==> src/host_cfg.svh <==
// Size and address-map macros for the host I/O block; include in RTL and testbench files
`ifndef HOST_CFG_SVH
`define HOST_CFG_SVH

// Number of cores served by the host block
`define HOST_NUM_CORES 4

// Word address layout {core index, register offset}
`define HOST_REG_OFS_W 2
`define HOST_CORE_IDX_W 2
`define HOST_ADR_W (`HOST_CORE_IDX_W + `HOST_REG_OFS_W)

// Data path
`define HOST_DATA_W 32
`define HOST_EXIT_CODE_W 16

// Register offsets inside one core's window
// Offsets 2 and 3 are unmapped
`define HOST_OFS_FINISH 0
`define HOST_OFS_TRACE 1

`endif

==> src/host_pkg.sv <==
// Shared register types for the host I/O block; import into any module that uses them
`default_nettype none

`include "host_cfg.svh"

package host_pkg;

  // Register addressed by the current access
  typedef enum logic [1:0] {
    REG_SEL_NONE   = 2'd0,
    REG_SEL_FINISH = 2'd1,
    REG_SEL_TRACE  = 2'd2
  } reg_sel_e;

  // Finish register layout
  typedef struct packed {
    logic                                        fail;
    logic                                        done;
    logic [`HOST_DATA_W-`HOST_EXIT_CODE_W-3:0]   rsvd;
    logic [`HOST_EXIT_CODE_W-1:0]                exit_code;
  } finish_word_t;

  // Trace-enable register layout, icache enable in bit 0
  typedef struct packed {
    logic [`HOST_DATA_W-5:0] rsvd;
    logic                    pc_profile;
    logic                    cmt_trace;
    logic                    dcache_trace;
    logic                    icache_trace;
  } trace_en_t;

  // One data word seen through either register layout
  typedef union packed {
    finish_word_t finish;
    trace_en_t    trace;
  } host_word_u;

endpackage

`default_nettype wire

==> src/host_cmd_decode.sv <==
// Wishbone request decoder; registers one per-core access for the register slices
`timescale 1ns/1ps
`default_nettype none

`include "host_cfg.svh"

module host_cmd_decode
  import host_pkg::*;
(
  input  logic                          clk_i,
  input  logic                          arst_n_i,
  input  logic                          wb_cyc_i,
  input  logic                          wb_stb_i,
  input  logic                          wb_we_i,
  input  logic [`HOST_ADR_W-1:0]        wb_adr_i,
  input  logic [`HOST_DATA_W-1:0]       wb_dat_i,
  output logic                          acc_v_o,
  output logic [`HOST_CORE_IDX_W-1:0]   acc_core_o,
  output logic [`HOST_NUM_CORES-1:0]    acc_hit_o,
  output logic                          acc_we_o,
  output reg_sel_e                      acc_sel_o,
  output host_word_u                    acc_wdata_o
);

  localparam logic [`HOST_REG_OFS_W-1:0] OFS_FINISH = `HOST_OFS_FINISH;
  localparam logic [`HOST_REG_OFS_W-1:0] OFS_TRACE  = `HOST_OFS_TRACE;

  logic [`HOST_CORE_IDX_W-1:0] core_idx;
  logic [`HOST_REG_OFS_W-1:0]  reg_ofs;
  reg_sel_e                    sel_d;
  logic [`HOST_NUM_CORES-1:0]  hit_d;
  logic                        accept;
  logic                        ack_pend_q;

  assign core_idx = wb_adr_i[`HOST_ADR_W-1 -: `HOST_CORE_IDX_W];
  assign reg_ofs  = wb_adr_i[`HOST_REG_OFS_W-1:0];

  // Busy while the access stage or the ack cycle is in progress
  assign accept = wb_cyc_i & wb_stb_i & ~acc_v_o & ~ack_pend_q;

  always_comb
  begin
    case (reg_ofs)
      OFS_FINISH: sel_d = REG_SEL_FINISH;
      OFS_TRACE:  sel_d = REG_SEL_TRACE;
      default:    sel_d = REG_SEL_NONE;
    endcase
  end

  // Out-of-range core index leaves every strobe bit low
  always_comb
  begin
    for (int i = 0; i < `HOST_NUM_CORES; i++)
    begin
      hit_d[i] = accept && (int'(core_idx) == i);
    end
  end

  always_ff @(posedge clk_i or negedge arst_n_i)
  begin
    if (!arst_n_i)
    begin
      acc_v_o    <= 1'b0;
      ack_pend_q <= 1'b0;
      acc_hit_o  <= '0;
    end
    else
    begin
      acc_v_o    <= accept;
      ack_pend_q <= acc_v_o;
      acc_hit_o  <= hit_d;
    end
  end

  always_ff @(posedge clk_i)
  begin
    if (accept)
    begin
      acc_core_o  <= core_idx;
      acc_we_o    <= wb_we_i;
      acc_sel_o   <= sel_d;
      acc_wdata_o <= wb_dat_i;
    end
  end

endmodule

`default_nettype wire

==> src/core_host_regs.sv <==
// Finish and trace-enable registers of one core; instantiated once per core by the top level
`timescale 1ns/1ps
`default_nettype none

`include "host_cfg.svh"

module core_host_regs
  import host_pkg::*;
(
  input  logic       clk_i,
  input  logic       arst_n_i,
  input  logic       acc_hit_i,
  input  logic       acc_we_i,
  input  reg_sel_e   acc_sel_i,
  input  host_word_u acc_wdata_i,
  output host_word_u rdata_o,
  output logic       finish_o,
  output logic       fail_o,
  output logic       icache_trace_en_o,
  output logic       dcache_trace_en_o,
  output logic       cmt_trace_en_o,
  output logic       pc_profile_en_o
);

  logic                         done_q;
  logic                         fail_q;
  logic [`HOST_EXIT_CODE_W-1:0] exit_code_q;
  logic                         icache_en_q;
  logic                         dcache_en_q;
  logic                         cmt_en_q;
  logic                         pc_prof_en_q;
  logic                         fin_wr;
  logic                         trc_wr;

  // Finish is sticky, only the first write lands
  assign fin_wr = acc_hit_i & acc_we_i & (acc_sel_i == REG_SEL_FINISH) & ~done_q;
  assign trc_wr = acc_hit_i & acc_we_i & (acc_sel_i == REG_SEL_TRACE);

  always_ff @(posedge clk_i or negedge arst_n_i)
  begin
    if (!arst_n_i)
    begin
      done_q      <= 1'b0;
      fail_q      <= 1'b0;
      exit_code_q <= '0;
    end
    else if (fin_wr)
    begin
      done_q      <= 1'b1;
      fail_q      <= acc_wdata_i.finish.fail;
      exit_code_q <= acc_wdata_i.finish.exit_code;
    end
  end

  always_ff @(posedge clk_i or negedge arst_n_i)
  begin
    if (!arst_n_i)
    begin
      icache_en_q  <= 1'b0;
      dcache_en_q  <= 1'b0;
      cmt_en_q     <= 1'b0;
      pc_prof_en_q <= 1'b0;
    end
    else if (trc_wr)
    begin
      icache_en_q  <= acc_wdata_i.trace.icache_trace;
      dcache_en_q  <= acc_wdata_i.trace.dcache_trace;
      cmt_en_q     <= acc_wdata_i.trace.cmt_trace;
      pc_prof_en_q <= acc_wdata_i.trace.pc_profile;
    end
  end

  // Read-back of the selected register, reserved bits zero
  always_comb
  begin
    rdata_o = '0;
    case (acc_sel_i)
      REG_SEL_FINISH:
      begin
        rdata_o.finish.fail      = fail_q;
        rdata_o.finish.done      = done_q;
        rdata_o.finish.exit_code = exit_code_q;
      end
      REG_SEL_TRACE:
      begin
        rdata_o.trace.icache_trace = icache_en_q;
        rdata_o.trace.dcache_trace = dcache_en_q;
        rdata_o.trace.cmt_trace    = cmt_en_q;
        rdata_o.trace.pc_profile   = pc_prof_en_q;
      end
      default:
      begin
        rdata_o = '0;
      end
    endcase
  end

  assign finish_o          = done_q;
  assign fail_o            = fail_q;
  assign icache_trace_en_o = icache_en_q;
  assign dcache_trace_en_o = dcache_en_q;
  assign cmt_trace_en_o    = cmt_en_q;
  assign pc_profile_en_o   = pc_prof_en_q;

endmodule

`default_nettype wire

==> src/host_resp_mux.sv <==
// Response collector; returns the Wishbone read data and ack and the finish summaries
`timescale 1ns/1ps
`default_nettype none

`include "host_cfg.svh"

module host_resp_mux
  import host_pkg::*;
(
  input  logic                                    clk_i,
  input  logic                                    arst_n_i,
  input  logic                                    acc_v_i,
  input  logic [`HOST_CORE_IDX_W-1:0]             acc_core_i,
  input  logic [`HOST_NUM_CORES-1:0]              acc_hit_i,
  input  host_word_u [`HOST_NUM_CORES-1:0]        core_rdata_i,
  input  logic [`HOST_NUM_CORES-1:0]              core_finish_i,
  input  logic [`HOST_NUM_CORES-1:0]              core_fail_i,
  output logic                                    wb_ack_o,
  output logic [`HOST_DATA_W-1:0]                 wb_dat_o,
  output logic                                    all_finished_o,
  output logic                                    any_fail_o
);

  host_word_u sel_word;

  // Zero when the access hit no core
  always_comb
  begin
    if (acc_v_i && (|acc_hit_i))
    begin
      sel_word = core_rdata_i[acc_core_i];
    end
    else
    begin
      sel_word = '0;
    end
  end

  // Ack one cycle after the access stage
  always_ff @(posedge clk_i or negedge arst_n_i)
  begin
    if (!arst_n_i)
    begin
      wb_ack_o <= 1'b0;
      wb_dat_o <= '0;
    end
    else
    begin
      wb_ack_o <= acc_v_i;
      wb_dat_o <= sel_word;
    end
  end

  // Fail only counts for a core that has finished
  always_ff @(posedge clk_i or negedge arst_n_i)
  begin
    if (!arst_n_i)
    begin
      all_finished_o <= 1'b0;
      any_fail_o     <= 1'b0;
    end
    else
    begin
      all_finished_o <= &core_finish_i;
      any_fail_o     <= |(core_finish_i & core_fail_i);
    end
  end

endmodule

`default_nettype wire

==> src/host_io_top.sv <==
// Host I/O control block top level; Wishbone slave with per-core finish and trace registers
`timescale 1ns/1ps
`default_nettype none

`include "host_cfg.svh"

module host_io_top
  import host_pkg::*;
(
  input  logic                        clk_i,
  input  logic                        arst_n_i,
  input  logic                        wb_cyc_i,
  input  logic                        wb_stb_i,
  input  logic                        wb_we_i,
  input  logic [`HOST_ADR_W-1:0]      wb_adr_i,
  input  logic [`HOST_DATA_W-1:0]     wb_dat_i,
  output logic                        wb_ack_o,
  output logic [`HOST_DATA_W-1:0]     wb_dat_o,
  output logic [`HOST_NUM_CORES-1:0]  finish_o,
  output logic [`HOST_NUM_CORES-1:0]  fail_o,
  output logic [`HOST_NUM_CORES-1:0]  icache_trace_en_o,
  output logic [`HOST_NUM_CORES-1:0]  dcache_trace_en_o,
  output logic [`HOST_NUM_CORES-1:0]  cmt_trace_en_o,
  output logic [`HOST_NUM_CORES-1:0]  pc_profile_en_o,
  output logic                        all_finished_o,
  output logic                        any_fail_o
);

  logic                                acc_v;
  logic [`HOST_CORE_IDX_W-1:0]         acc_core;
  logic [`HOST_NUM_CORES-1:0]          acc_hit;
  logic                                acc_we;
  reg_sel_e                            acc_sel;
  host_word_u                          acc_wdata;
  host_word_u [`HOST_NUM_CORES-1:0]    core_rdata;

  host_cmd_decode u_host_cmd_decode (
    .clk_i       (clk_i),
    .arst_n_i    (arst_n_i),
    .wb_cyc_i    (wb_cyc_i),
    .wb_stb_i    (wb_stb_i),
    .wb_we_i     (wb_we_i),
    .wb_adr_i    (wb_adr_i),
    .wb_dat_i    (wb_dat_i),
    .acc_v_o     (acc_v),
    .acc_core_o  (acc_core),
    .acc_hit_o   (acc_hit),
    .acc_we_o    (acc_we),
    .acc_sel_o   (acc_sel),
    .acc_wdata_o (acc_wdata)
  );

  for (genvar i = 0; i < `HOST_NUM_CORES; i++)
  begin : g_core
    core_host_regs u_core_host_regs (
      .clk_i             (clk_i),
      .arst_n_i          (arst_n_i),
      .acc_hit_i         (acc_hit[i]),
      .acc_we_i          (acc_we),
      .acc_sel_i         (acc_sel),
      .acc_wdata_i       (acc_wdata),
      .rdata_o           (core_rdata[i]),
      .finish_o          (finish_o[i]),
      .fail_o            (fail_o[i]),
      .icache_trace_en_o (icache_trace_en_o[i]),
      .dcache_trace_en_o (dcache_trace_en_o[i]),
      .cmt_trace_en_o    (cmt_trace_en_o[i]),
      .pc_profile_en_o   (pc_profile_en_o[i])
    );
  end

  host_resp_mux u_host_resp_mux (
    .clk_i          (clk_i),
    .arst_n_i       (arst_n_i),
    .acc_v_i        (acc_v),
    .acc_core_i     (acc_core),
    .acc_hit_i      (acc_hit),
    .core_rdata_i   (core_rdata),
    .core_finish_i  (finish_o),
    .core_fail_i    (fail_o),
    .wb_ack_o       (wb_ack_o),
    .wb_dat_o       (wb_dat_o),
    .all_finished_o (all_finished_o),
    .any_fail_o     (any_fail_o)
  );

endmodule

`default_nettype wire

==> config.mk <==
export PLATFORM = sky130hd
export DESIGN_NAME = host_io_top
export DESIGN_NICKNAME = d
export VERILOG_FILES = /design/src/host_pkg.sv /design/src/host_cmd_decode.sv /design/src/core_host_regs.sv /design/src/host_resp_mux.sv /design/src/host_io_top.sv
export VERILOG_INCLUDE_DIRS = /design/src
export SDC_FILE = /design/constraint.sdc
export NUM_CORES = 1
export LEC_CHECK = 0
export BUFFER_PORTS_ARGS = -buffer_cell sky130_fd_sc_hd__buf_2
export CORE_MARGIN = 4
export CORE_UTILIZATION = 37
export DETAILED_ROUTE_END_ITERATION = 7
export PLACE_DENSITY = 0.61
export SYNTH_ARGS = -nofsm -noshare
export SYNTH_HDL_FRONTEND = slang
export SYNTH_SLANG_ARGS = --single-unit
==> constraint.sdc <==
create_clock -name clk_i -period 2.38 [get_ports clk_i]
set_clock_uncertainty 0.2 [all_clocks]
set_input_delay 0.238 -clock clk_i [delete_from_list [all_inputs] [get_ports clk_i]]
set_output_delay 0.238 -clock clk_i [all_outputs]
set_load 0.05 [all_outputs]
; ---- After elaboration in Yosys (flattened, before gate mapping)
; Index checks and enable logic that the tools add are counted.
[classes]
add_sub_neg = 0
multipliers = 0
div = 0
magnitude_cmp = 1
n_eq_ne = 6
n_shift = 0
mux = 16
n_bitwise = 26
n_reduce_logical = 10
[ops]
columns = cell, n
row1 = 32-bit binary-select mux with 2-bit select, 1
row2 = 32-bit 2-to-1 mux, 2
row3 = 12-bit 2-to-1 mux, 4
row4 = 4-bit case mux with 2 select lines, 4
row5 = 1-bit AND, 19
row6 = 2-bit 2-to-1 mux, 4
row7 = 4-bit OR reduction, 2
row8 = 2-bit by 1-bit == test with 1-bit output (second input constant), 3
row9 = 2-bit == test (second input constant), 3
row10 = 1-bit NOT, 6
row11 = 1-bit logical AND, 5
row12 = 4-bit AND, 1
row13 = 2-bit logical NOT, 2
row14 = 2-bit case mux with 2 select lines, 1
row15 = 4-bit AND reduction, 1
row16 = 2-bit by 3-bit less-than comparator with 1-bit output (second input constant), 1
[totals]
ff_bits = 165
latch_bits = 0
ram_bits = 0
mem_bits_ro = 0
input_bits = 41
output_inout_bits = 59
wordCells = 97
mem_count = 0

; ---- Depth between registers and ports, before layout
; Gate-level depths: netlist of run 1.
[logic_depth]
depth_word = 5
ltp_mapped = 8
ltp_nobuf = 5

; ---- Modules after synthesis
; A second synthesis of run 1 with hierarchy kept.
[hier_totals]
cells_unflattened = 529
area_unflattened_um2 = 7948.9
[by_module_without_submodules]
columns = mod, instances, cells_each, area_per_inst_um2, seq_area_each_um2
row1 = core_host_regs, 4, 91, 1168.6, 550.5
row2 = host_resp_mux, 1, 114, 1940.6, 875.8
row3 = host_cmd_decode, 1, 51, 1333.8, 1261.2

; ---- Least setup slack after synthesis of run 1
; No wires, ideal clock.
[synth_timing]
path_type = register -> register
startpoint = register u_host_cmd_decode.acc_sel_o[0]
endpoint = register g_core[0].u_core_host_regs.exit_code_q[10]
setup_ns = 0.125
arrival_ns = 1.573
required_ns = 2.055
path_slack_ns = 0.482
stages_incl_launch_ff = 8
path_buffers = 3
period_less_slack_ns = 1.898
cell_sequence = edfxtp_1 -> ha_1 -> buf_4 -> and2_4 -> buf_12 -> nand3b_4 -> buf_6 -> mux2_4
[synth_via]
elab_chain_cells = 3
[synth_rtl]
columns = item, line
row1 = from (decl), host_cmd_decode.sv:21  ; output reg_sel_e acc_sel_o,
row2 = from (signal assigned), host_cmd_decode.sv:81  ; acc_sel_o <= sel_d;
row3 = 2-bit by 1-bit == test with 1-bit output, core_host_regs.sv:36  ; assign fin_wr = acc_hit_i & acc_we_i & (acc_sel_i == REG_SEL_FINISH) & ~done_q;
row4 = 1-bit AND (2 in series), core_host_regs.sv:36
row5 = to (signal assigned), core_host_regs.sv:51  ; exit_code_q <= acc_wdata_i.finish.exit_code;
row6 = to (decl), core_host_regs.sv:27  ; logic [`HOST_EXIT_CODE_W-1:0] exit_code_q;
; No other way between the ends.
; A chain may end at the register's enable or synchronous reset.

; ---- Worst setup path after layout of run 1
[layout_timing]
startpoint = register u_host_cmd_decode.acc_v_o
endpoint = register u_host_cmd_decode.acc_hit_o[0]
[layout_via]
elab_chain_cells = 4
[layout_rtl]
columns = item, line
row1 = from (decl), host_cmd_decode.sv:17  ; output logic acc_v_o,
row2 = from (signal assigned), host_cmd_decode.sv:69  ; acc_v_o <= accept;
row3 = 1-bit NOT, host_cmd_decode.sv:39  ; assign accept = wb_cyc_i & wb_stb_i & ~acc_v_o & ~ack_pend_q;
row4 = 1-bit AND (2 in series), host_cmd_decode.sv:39
row5 = via u_host_cmd_decode.accept, host_cmd_decode.sv:32  ; logic accept;
row6 = 1-bit logical AND, host_cmd_decode.sv:55  ; hit_d[i] = accept && (int'(core_idx) == i);
row7 = via u_host_cmd_decode.hit_d[0], host_cmd_decode.sv:31  ; logic [`HOST_NUM_CORES-1:0] hit_d;
row8 = to (signal assigned), host_cmd_decode.sv:71  ; acc_hit_o <= hit_d;
row9 = to (decl), host_cmd_decode.sv:19  ; output logic [`HOST_NUM_CORES-1:0] acc_hit_o,
; The timed path passes the listed nets, and every way through them passes these cells.

==> metrics.md, run 1 <==
| Metric | Value |
|---|---|
| Status | `completed` |
| Hold Crit Class | `input pin to asynchronous set/reset pin` |
| Max Cap Viol | `0` |
| Maximum vdd drop | `437 µV` |
| Post-synthesis cell type count | `37` |
| Post-route cell area | `7130 µm²` |
| Worst reg2reg path depth | `4` |
| Req. time, crit path | `2.53 ns` |
| Max layer used | `met4` |
| Root Driver | `clkbuf_16` |
| Initial drt markers | `175` |
| Cells after Synth | `364` |
| Largest net degree at the start of global routing | `66` |
| Ys async rst share | `0.838` |
| EDFF count, synth | `22` |
| Metal2 WL | `6.22 mm` |
| Routed metal-1 wirelength | `5.11 mm` |
| Initial antenna violation count | `0` |
| Max Clock Freq | `479 MHz` |
| Slowest-stage cell, CP | `dlygate4sd3_1` |
| Cell with the most instances after synthesis | `dfrtp_1` |
| Critical Path Source Type | `flop` |
| Die H | `134 µm` |
| Sequential area share after synthesis | `0.595` |
| Via density | `4.88` |
| Initial core utilization | `0.383` |
| Avg Cell Area, Syn | `16.2 µm²` |
| Setup TNS | `0 ns` |
| Reg-to-reg endpoint | `u_host_cmd_decode.acc_hit_o[0]` |
| PostCTS Resize Cnt | `0` |
| Tot GR Track Use | `0.145` |
| CP cell instances | `and4bb_2 -> buf_4 -> nor3b_1 -> dlygate4sd3_1` |
| Hpwl dp | `8.04 mm` |
| PD cells | `855 nW/µm²` |
| Die X | `134 µm` |
| Buffers on Ports | `70` |
| Grt ovf | `0` |
| CTS Sinks | `136` |
| CTS tree | `done` |
| Synth area leader | `dfrtp_1` |
| Mapped cell area | `5910 µm²` |
| Most frequent cells after synthesis | `114 x dfrtp_1, 44 x mux2_2, 40 x buf_4, 40 x mux2_4, 22 x edfxtp_1` |
| Max stage delay on crit path | `0.56 ns` |
| Slew @ Worst Pin | `0.508 ns` |
| Period utilisation layout | `0.877` |
| Fill cell count | `1382` |
| Max_slew headroom | `0.661` |
| Syn. warnings | `0` |
| I/O pins | `100` |
| Setup crit end kind | `flop` |
| Clock-pin slew on the worst setup and hold paths | `0.06 ns` |
| Post-DP Area | `6260 µm²` |
| Fin. max-slew vios | `0` |
| Final setup viols | `0` |
| Clk buf depth | `2` |
| Wire length on met3 | `560 µm` |
| CTS Buf Count | `17` |
| Critical path class | `flop to flop` |
| DRT Wirelength | `12.2 mm` |
| Vias in the first global route | `3660` |
| Die area | `18100 µm²` |
| Antenna diode count | `0` |
| Fin crit period | `2.09 ns` |
| Placement Rows | `45` |
| Yosys reg bits | `136` |
| Clk_lat worst skew | `0.41 ns` |
| Ratio of cells with drive above 1 in the final layout | `0.462` |
| Core Area | `15400 µm²` |
| First-pass GRT wire length | `19.9 mm` |
| H-tree depth | `4` |
| Placer Congestion | `0.754` |
| Nets | `491` |
| Arrival time worst endpoint | `2.24 ns` |
| DRT Pass-1 Iters | `4` |
| Synth-to-layout area growth | `20.7%` |
| Predominant post-synthesis flop cell | `dfrtp_1` |
| Residual DRC | `0` |
| Reg2reg start | `u_host_cmd_decode.acc_v_o` |
| Top-area cell type share of the netlist area | `0.483` |
| RSZ-0062 raised after global routing | `no` |
| Avg WL per Cell | `18.2 µm` |
| DR vias | `3279` |
| Synth top area cells | `dfrtp_1 48%, edfxtp_1 11%, mux2_4 10%` |
| Final hold violations | `0` |
| Crit-path max FO | `27` |
| Reg2reg setup slack | `0.29 ns` |
| Routed Antenna Nets | `0` |
| Static Leak | `3.64 nW` |
[cell type report]
cell class	instances	area, µm²	share of cell area
multi-input cells	187	2040	0.286
clock buffers	26	542	0.0760
well taps	211	264	0.0370
repair buffers	104	683	0.0958
clock inverters	6	82.6	0.0116
inverters	2	7.51	0.00105
flip-flops and latches	136	3510	0.493
[cells in the final DEF (no fill, tap or decap), types with 3 or more instances in the layout]
cell,count
dfrtp_1,114
buf_2,69
mux2_2,44
mux2_4,40
dlygate4sd3_1,25
edfxtp_1,22
clkbuf_16,19
nor2b_1,15
mux4_2,14
conb_1,14
buf_4,9
a221oi_1,8
nand2_1,6
a22o_1,6
nand3_1,5
nor4_1,4
nand3b_4,4
a21o_1,4
clkbuf_8,4
o22ai_1,3
clkinv_2,3
clkbuf_1,3
[per-stage QoR]
step | worst slack (ns) | std cells | hold slack [ns] | power (W) | utilization
2_1_floorplan | 0.482 | 377 | -0.258 | 0.00328 | -
3_3_place_gp | 0.443 | 615 | -0.0672 | 0.00338 | 0.406
3_5_place_dp | 0.367 | 615 | -0.0559 | 0.00341 | 0.406
4_1_cts | 0.270 | 672 | 0.0440 | 0.00617 | 0.462
5_1_grt | 0.157 | 672 | 0.0907 | 0.00632 | 0.462
6_report | 0.293 | 672 | 0.0472 | 0.00610 | 0.462
[state kept, by name (all words and copies together) (netlist names), 2 cells and up]
register                                   count
u_host_cmd_decode.acc_wdata_o                 17
g_core.u_core_host_regs.dcache_trace_en_o      4
g_core.u_core_host_regs.icache_trace_en_o      4
g_core.u_core_host_regs.exit_code_q           64
g_core.u_core_host_regs.finish_o               4
u_host_cmd_decode.acc_sel_o                    2
g_core.u_core_host_regs.pc_profile_en_o        4
u_host_resp_mux.wb_dat_o                      18
u_host_cmd_decode.acc_core_o                   2
g_core.u_core_host_regs.cmt_trace_en_o         4
g_core.u_core_host_regs.fail_o                 4
u_host_cmd_decode.acc_hit_o                    4
[cells by family after synthesis]
group	Yosys count	synth area share
compound gates	25	0.0345
fa+ha+maj	2	0.00423
buf+inv	54	0.0686
flops	136	0.595
mux	98	0.239
other cells	1	0.000635
simple gates	48	0.0587
[layer usage]
| metal | vias to the layer above | global-route usage |
|---|---|---|
| met5 | - | 0 |
| met4 | 0 | 0.0667 |
| met3 | 28 | 0.0428 |
| met2 | 89 | 0.247 |
| met1 | 1702 | 0.169 |
| li1 | 1460 | - |
[worst max-delay path by stage]
stage	start	to	cells after the start
after floorplan	u_host_cmd_decode.acc_sel_o[0]	g_core[0].u_core_host_regs.exit_code_q[10]	7
after detailed placement	u_host_cmd_decode.acc_sel_o[0]	u_host_resp_mux.wb_dat_o[2]	6
after global placement	u_host_cmd_decode.acc_sel_o[1]	g_core[2].u_core_host_regs.exit_code_q[13]	5
after CTS	u_host_cmd_decode.acc_v_o	u_host_cmd_decode.acc_hit_o[0]	4
after global routing	u_host_cmd_decode.acc_v_o	u_host_cmd_decode.acc_hit_o[0]	4
final	u_host_cmd_decode.acc_v_o	u_host_cmd_decode.acc_hit_o[0]	4
[worst max-delay path, delay by kind of cell (launching register included)]
kind	cells	cell delay [ns]
and+or+nand+nor	2	0.51
DFF	1	0.41
buffers and inverters	2	0.91
[power breakdown]
part / internal [W] / leakage (nW) / switching, W
clock: 0.00177 / 0.307 / 0.000934
sequential: 0.00255 / 1.75 / 0.000139
combinational: 0.000312 / 1.59 / 0.000389
total: 0.00464 / 3.64 / 0.00146
[repair_timing]
action / 4_1_cts / 5_1_grt
hold buffers: 25 / 0
buffers inserted: 0 / 0
endpoints found under the setup margin: 0 / 0
hold endpoints to repair: 140 / 0
(Power assumes the default switching activity.)
==> run 2: changes to the inputs <==
--- a/config.mk
+++ b/config.mk
@@ -6,11 +6,13 @@
 export SDC_FILE = /design/constraint.sdc
 export NUM_CORES = 1
 export LEC_CHECK = 0
+export ABC_AREA = 1
 export BUFFER_PORTS_ARGS = -buffer_cell sky130_fd_sc_hd__buf_2
+export CAP_MARGIN = 30
 export CORE_MARGIN = 4
 export CORE_UTILIZATION = 37
 export DETAILED_ROUTE_END_ITERATION = 7
-export PLACE_DENSITY = 0.61
+export PLACE_DENSITY = 0.62
 export SYNTH_ARGS = -nofsm -noshare
 export SYNTH_HDL_FRONTEND = slang
 export SYNTH_SLANG_ARGS = --single-unit
==> metrics.md, run 2 <==
| Metric | Value |
|---|---|
| PD cells | `860 nW/µm²` |
| Placer Congestion | `0.840` |
| Reg2reg start | `u_host_cmd_decode.acc_core_o[0]` |
| Die H | `132 µm` |
| EDFF count, synth | `22` |
| Most frequent cells after synthesis | `123 x nand2_1, 114 x dfrtp_1, 107 x o21ai_0` |
| Fin. max-slew vios | `0` |
| CTS tree | `done` |
| Most Frequent Cell on Critical Path | `nand3_1` |
| Largest net degree at the start of global routing | `60` |
| Die area | `17500 µm²` |
| Reg2reg setup slack | `0.40 ns` |
| Static Leak | `3.29 nW` |
| XOR/XNOR share of the synthesized area | `0` |
| PostCTS Resize Cnt | `0` |
| Final setup viols | `0` |
| DRT Pass-1 Iters | `5` |
| Worst reg2reg path depth | `4` |
| Largest regs | `g_core.u_core_host_regs.exit_code_q (64), u_host_resp_mux.wb_dat_o (18), u_host_cmd_decode.acc_wdata_o (17)` |
| CP cell instances | `inv_2 -> nand3_1 -> nand3_1 -> a21oi_1` |
| Residual DRC | `0` |
| Avg WL per Cell | `15.1 µm` |
| Maximum vdd drop | `455 µV` |
| Simple-Gate Fraction of Synth Area | `0.160` |
| Initial core utilization | `0.377` |
| Vias in the first global route | `4169` |
| Reg with most FFs | `g_core.u_core_host_regs.exit_code_q` |
| Sequential area share after synthesis | `0.615` |
| RSZ-0062 raised after global routing | `no` |
| Buffers on Ports | `70` |
| Grt ovf | `0` |
| Arrival time worst endpoint | `2.06 ns` |
| CTS Sinks | `136` |
| Post-synthesis cell type count | `24` |
| Ys async rst share | `0.838` |
| Critical Path Source Type | `flop` |
| Tot GR Track Use | `0.155` |
| Nets | `707` |
| Most common cell after layout, fill and taps aside | `nand2_1` |
| Most frequent cells in the layout | `123 x nand2_1, 114 x dfrtp_1, 107 x o21ai_0` |
| Synth area leader | `dfrtp_1` |
| Die X | `132 µm` |
| # Post-CTS Setup Buffers | `0` |
| Routed Antenna Nets | `0` |
| Core Area | `15100 µm²` |
| Critical path buffers and inverters | `1` |
| Cell with the most instances after synthesis | `nand2_1` |
| CTS Buf Count | `17` |
| DR vias | `4237` |
| Antenna diode count | `0` |
| Number of flip-flops in the largest register | `64` |
| Critical path class | `flop to flop` |
| Syn. warnings | `0` |
| H-tree depth | `4` |
| Status | `completed` |
| Final core utilization | `0.456` |
| Hpwl dp | `8.19 mm` |
| Req. time, crit path | `2.46 ns` |
| Period utilisation layout | `0.834` |
| Clock-pin slew on the worst setup and hold paths | `0.06 ns` |
| Fill cell count | `1400` |
| Clk buf depth | `2` |
| Max Cap Viol | `0` |
| Synth Area in Adders | `0.00438` |
| First-pass GRT wire length | `21.5 mm` |
| Complex-gate fraction of the synthesized area | `0.120` |
| Max Clock Freq | `504 MHz` |
| Cells after Synth | `588` |
| Predominant post-synthesis flop cell | `dfrtp_1` |
| Synth-to-layout area growth | `20.9%` |
| Initial drt markers | `362` |
| Setup TNS | `0 ns` |
| Mux share of post-synthesis cell area | `0` |
| I/O pins | `100` |
| Clk_lat worst skew | `0.41 ns` |
| Final hold violations | `0` |
| CP top delay family | `flip-flops` |
| Avg Cell Area, Syn | `9.71 µm²` |
| Crit-path max FO | `36` |
| Initial antenna violation count | `0` |
| Largest family of logic cells by synthesized area | `simple AND/OR/NAND/NOR gates` |
| Hold Crit Class | `input pin to asynchronous set/reset pin` |
| Max stage delay on crit path | `0.63 ns` |
| Reg-to-reg endpoint | `u_host_resp_mux.wb_dat_o[0]` |
| Root Driver | `clkbuf_16` |
| Yosys reg bits | `136` |
| DRT Wirelength | `13.1 mm` |
| Via density | `4.90` |
| Top-area cell type share of the netlist area | `0.499` |
| Ratio of cells with drive above 1 in the final layout | `0.170` |
| Placement Rows | `45` |
| Fin crit period | `1.98 ns` |
| Setup crit end kind | `flop` |
| Slowest-stage cell, CP | `edfxtp_1` |
| Slew @ Worst Pin | `0.661 ns` |
| Mapped cell area | `5710 µm²` |
| Synth top area cells | `dfrtp_1 50%, edfxtp_1 12%, o21ai_0 9.4%` |
| Max_slew headroom | `0.557` |
==> run 2: cell types whose count changed after synthesis, moves of 27 or more <==
| cell | before | now |
|---|---|---|
| mux2_2 | 44 | 0 |
| mux2_4 | 40 | 0 |
| nor2_1 | 2 | 53 |
| o21ai_0 | 0 | 107 |
| inv_1 | 2 | 29 |
| nand2_1 | 6 | 123 |
==> run 2: final cells by class <==
class	instances	area, µm²	area share
timing repair buffer	110	761	0.110
clock inverter	6	87.6	0.0127
clock buffer	26	520	0.0754
sequential	136	3510	0.509
multi-input combinational	368	1670	0.242
tap	188	235	0.0341
inverter	31	116	0.0168
==> run 2: logic make-up (layout without fill, tap and decap cells) <==
kind of cell / after synthesis / in the layout
AOI/OAI and AO/OA: 136 / 136
adders and majority gates: 2 / 2
buffers and inverters: 97 / 173
DFF: 136 / 136
other: 1 / 14
and+or+nand+nor: 216 / 216
==> run 2: power by group <==
part	total, W	switching (W)	internal [W]
sequential	0.00265	0.000108	0.00254
clock	0.00263	0.000915	0.00172
combinational	0.000661	0.000473	0.000187
total	0.00594	0.00150	0.00445
==> run 2: what timing repair did <==
| item | in CTS | in global routing |
|---|---|---|
| endpoints found under the setup margin | 0 | 0 |
| hold buffers | 28 | 0 |
| hold endpoints to repair | 62 | 0 |
==> run 2: stage by stage <==
stage	hold slack [ns]	setup slack (ns)	area (µm²)	std cells	total power, W
floorplan	-0.258	0.485	5760	601	0.00319
global placement	0.0382	0.481	6020	805	0.00330
detailed placement	0.0475	0.455	6020	805	0.00332
CTS	0.144	0.433	6910	865	0.00600
global route	0.186	0.311	6910	865	0.00619
finish	0.150	0.396	6910	865	0.00594
==> run 2: worst max path at each step <==
stage	cells after the start	startpoint	slack, ns	endpoint
after floorplan	3	u_host_resp_mux.wb_ack_o	0.48	u_host_cmd_decode.acc_core_o[0]
after global placement	6	u_host_cmd_decode.acc_sel_o[1]	0.48	u_host_resp_mux.wb_dat_o[6]
after detailed placement	6	u_host_cmd_decode.acc_sel_o[1]	0.45	u_host_resp_mux.wb_dat_o[6]
after CTS	6	u_host_cmd_decode.acc_sel_o[1]	0.43	u_host_resp_mux.wb_dat_o[6]
after global routing	4	u_host_cmd_decode.acc_core_o[0]	0.31	u_host_resp_mux.wb_dat_o[0]
final	4	u_host_cmd_decode.acc_core_o[0]	0.40	u_host_resp_mux.wb_dat_o[0]
==> run 2: metal layers <==
metal | track usage | wire (µm) | vias to the layer above
met1 | 0.196 | 5710 | 2061
li1 | - | - | 2030
met2 | 0.259 | 6500 | 134
met5 | 0 | 0 | -
met3 | 0.0382 | 706 | 12
met4 | 0.0577 | 160 | 0
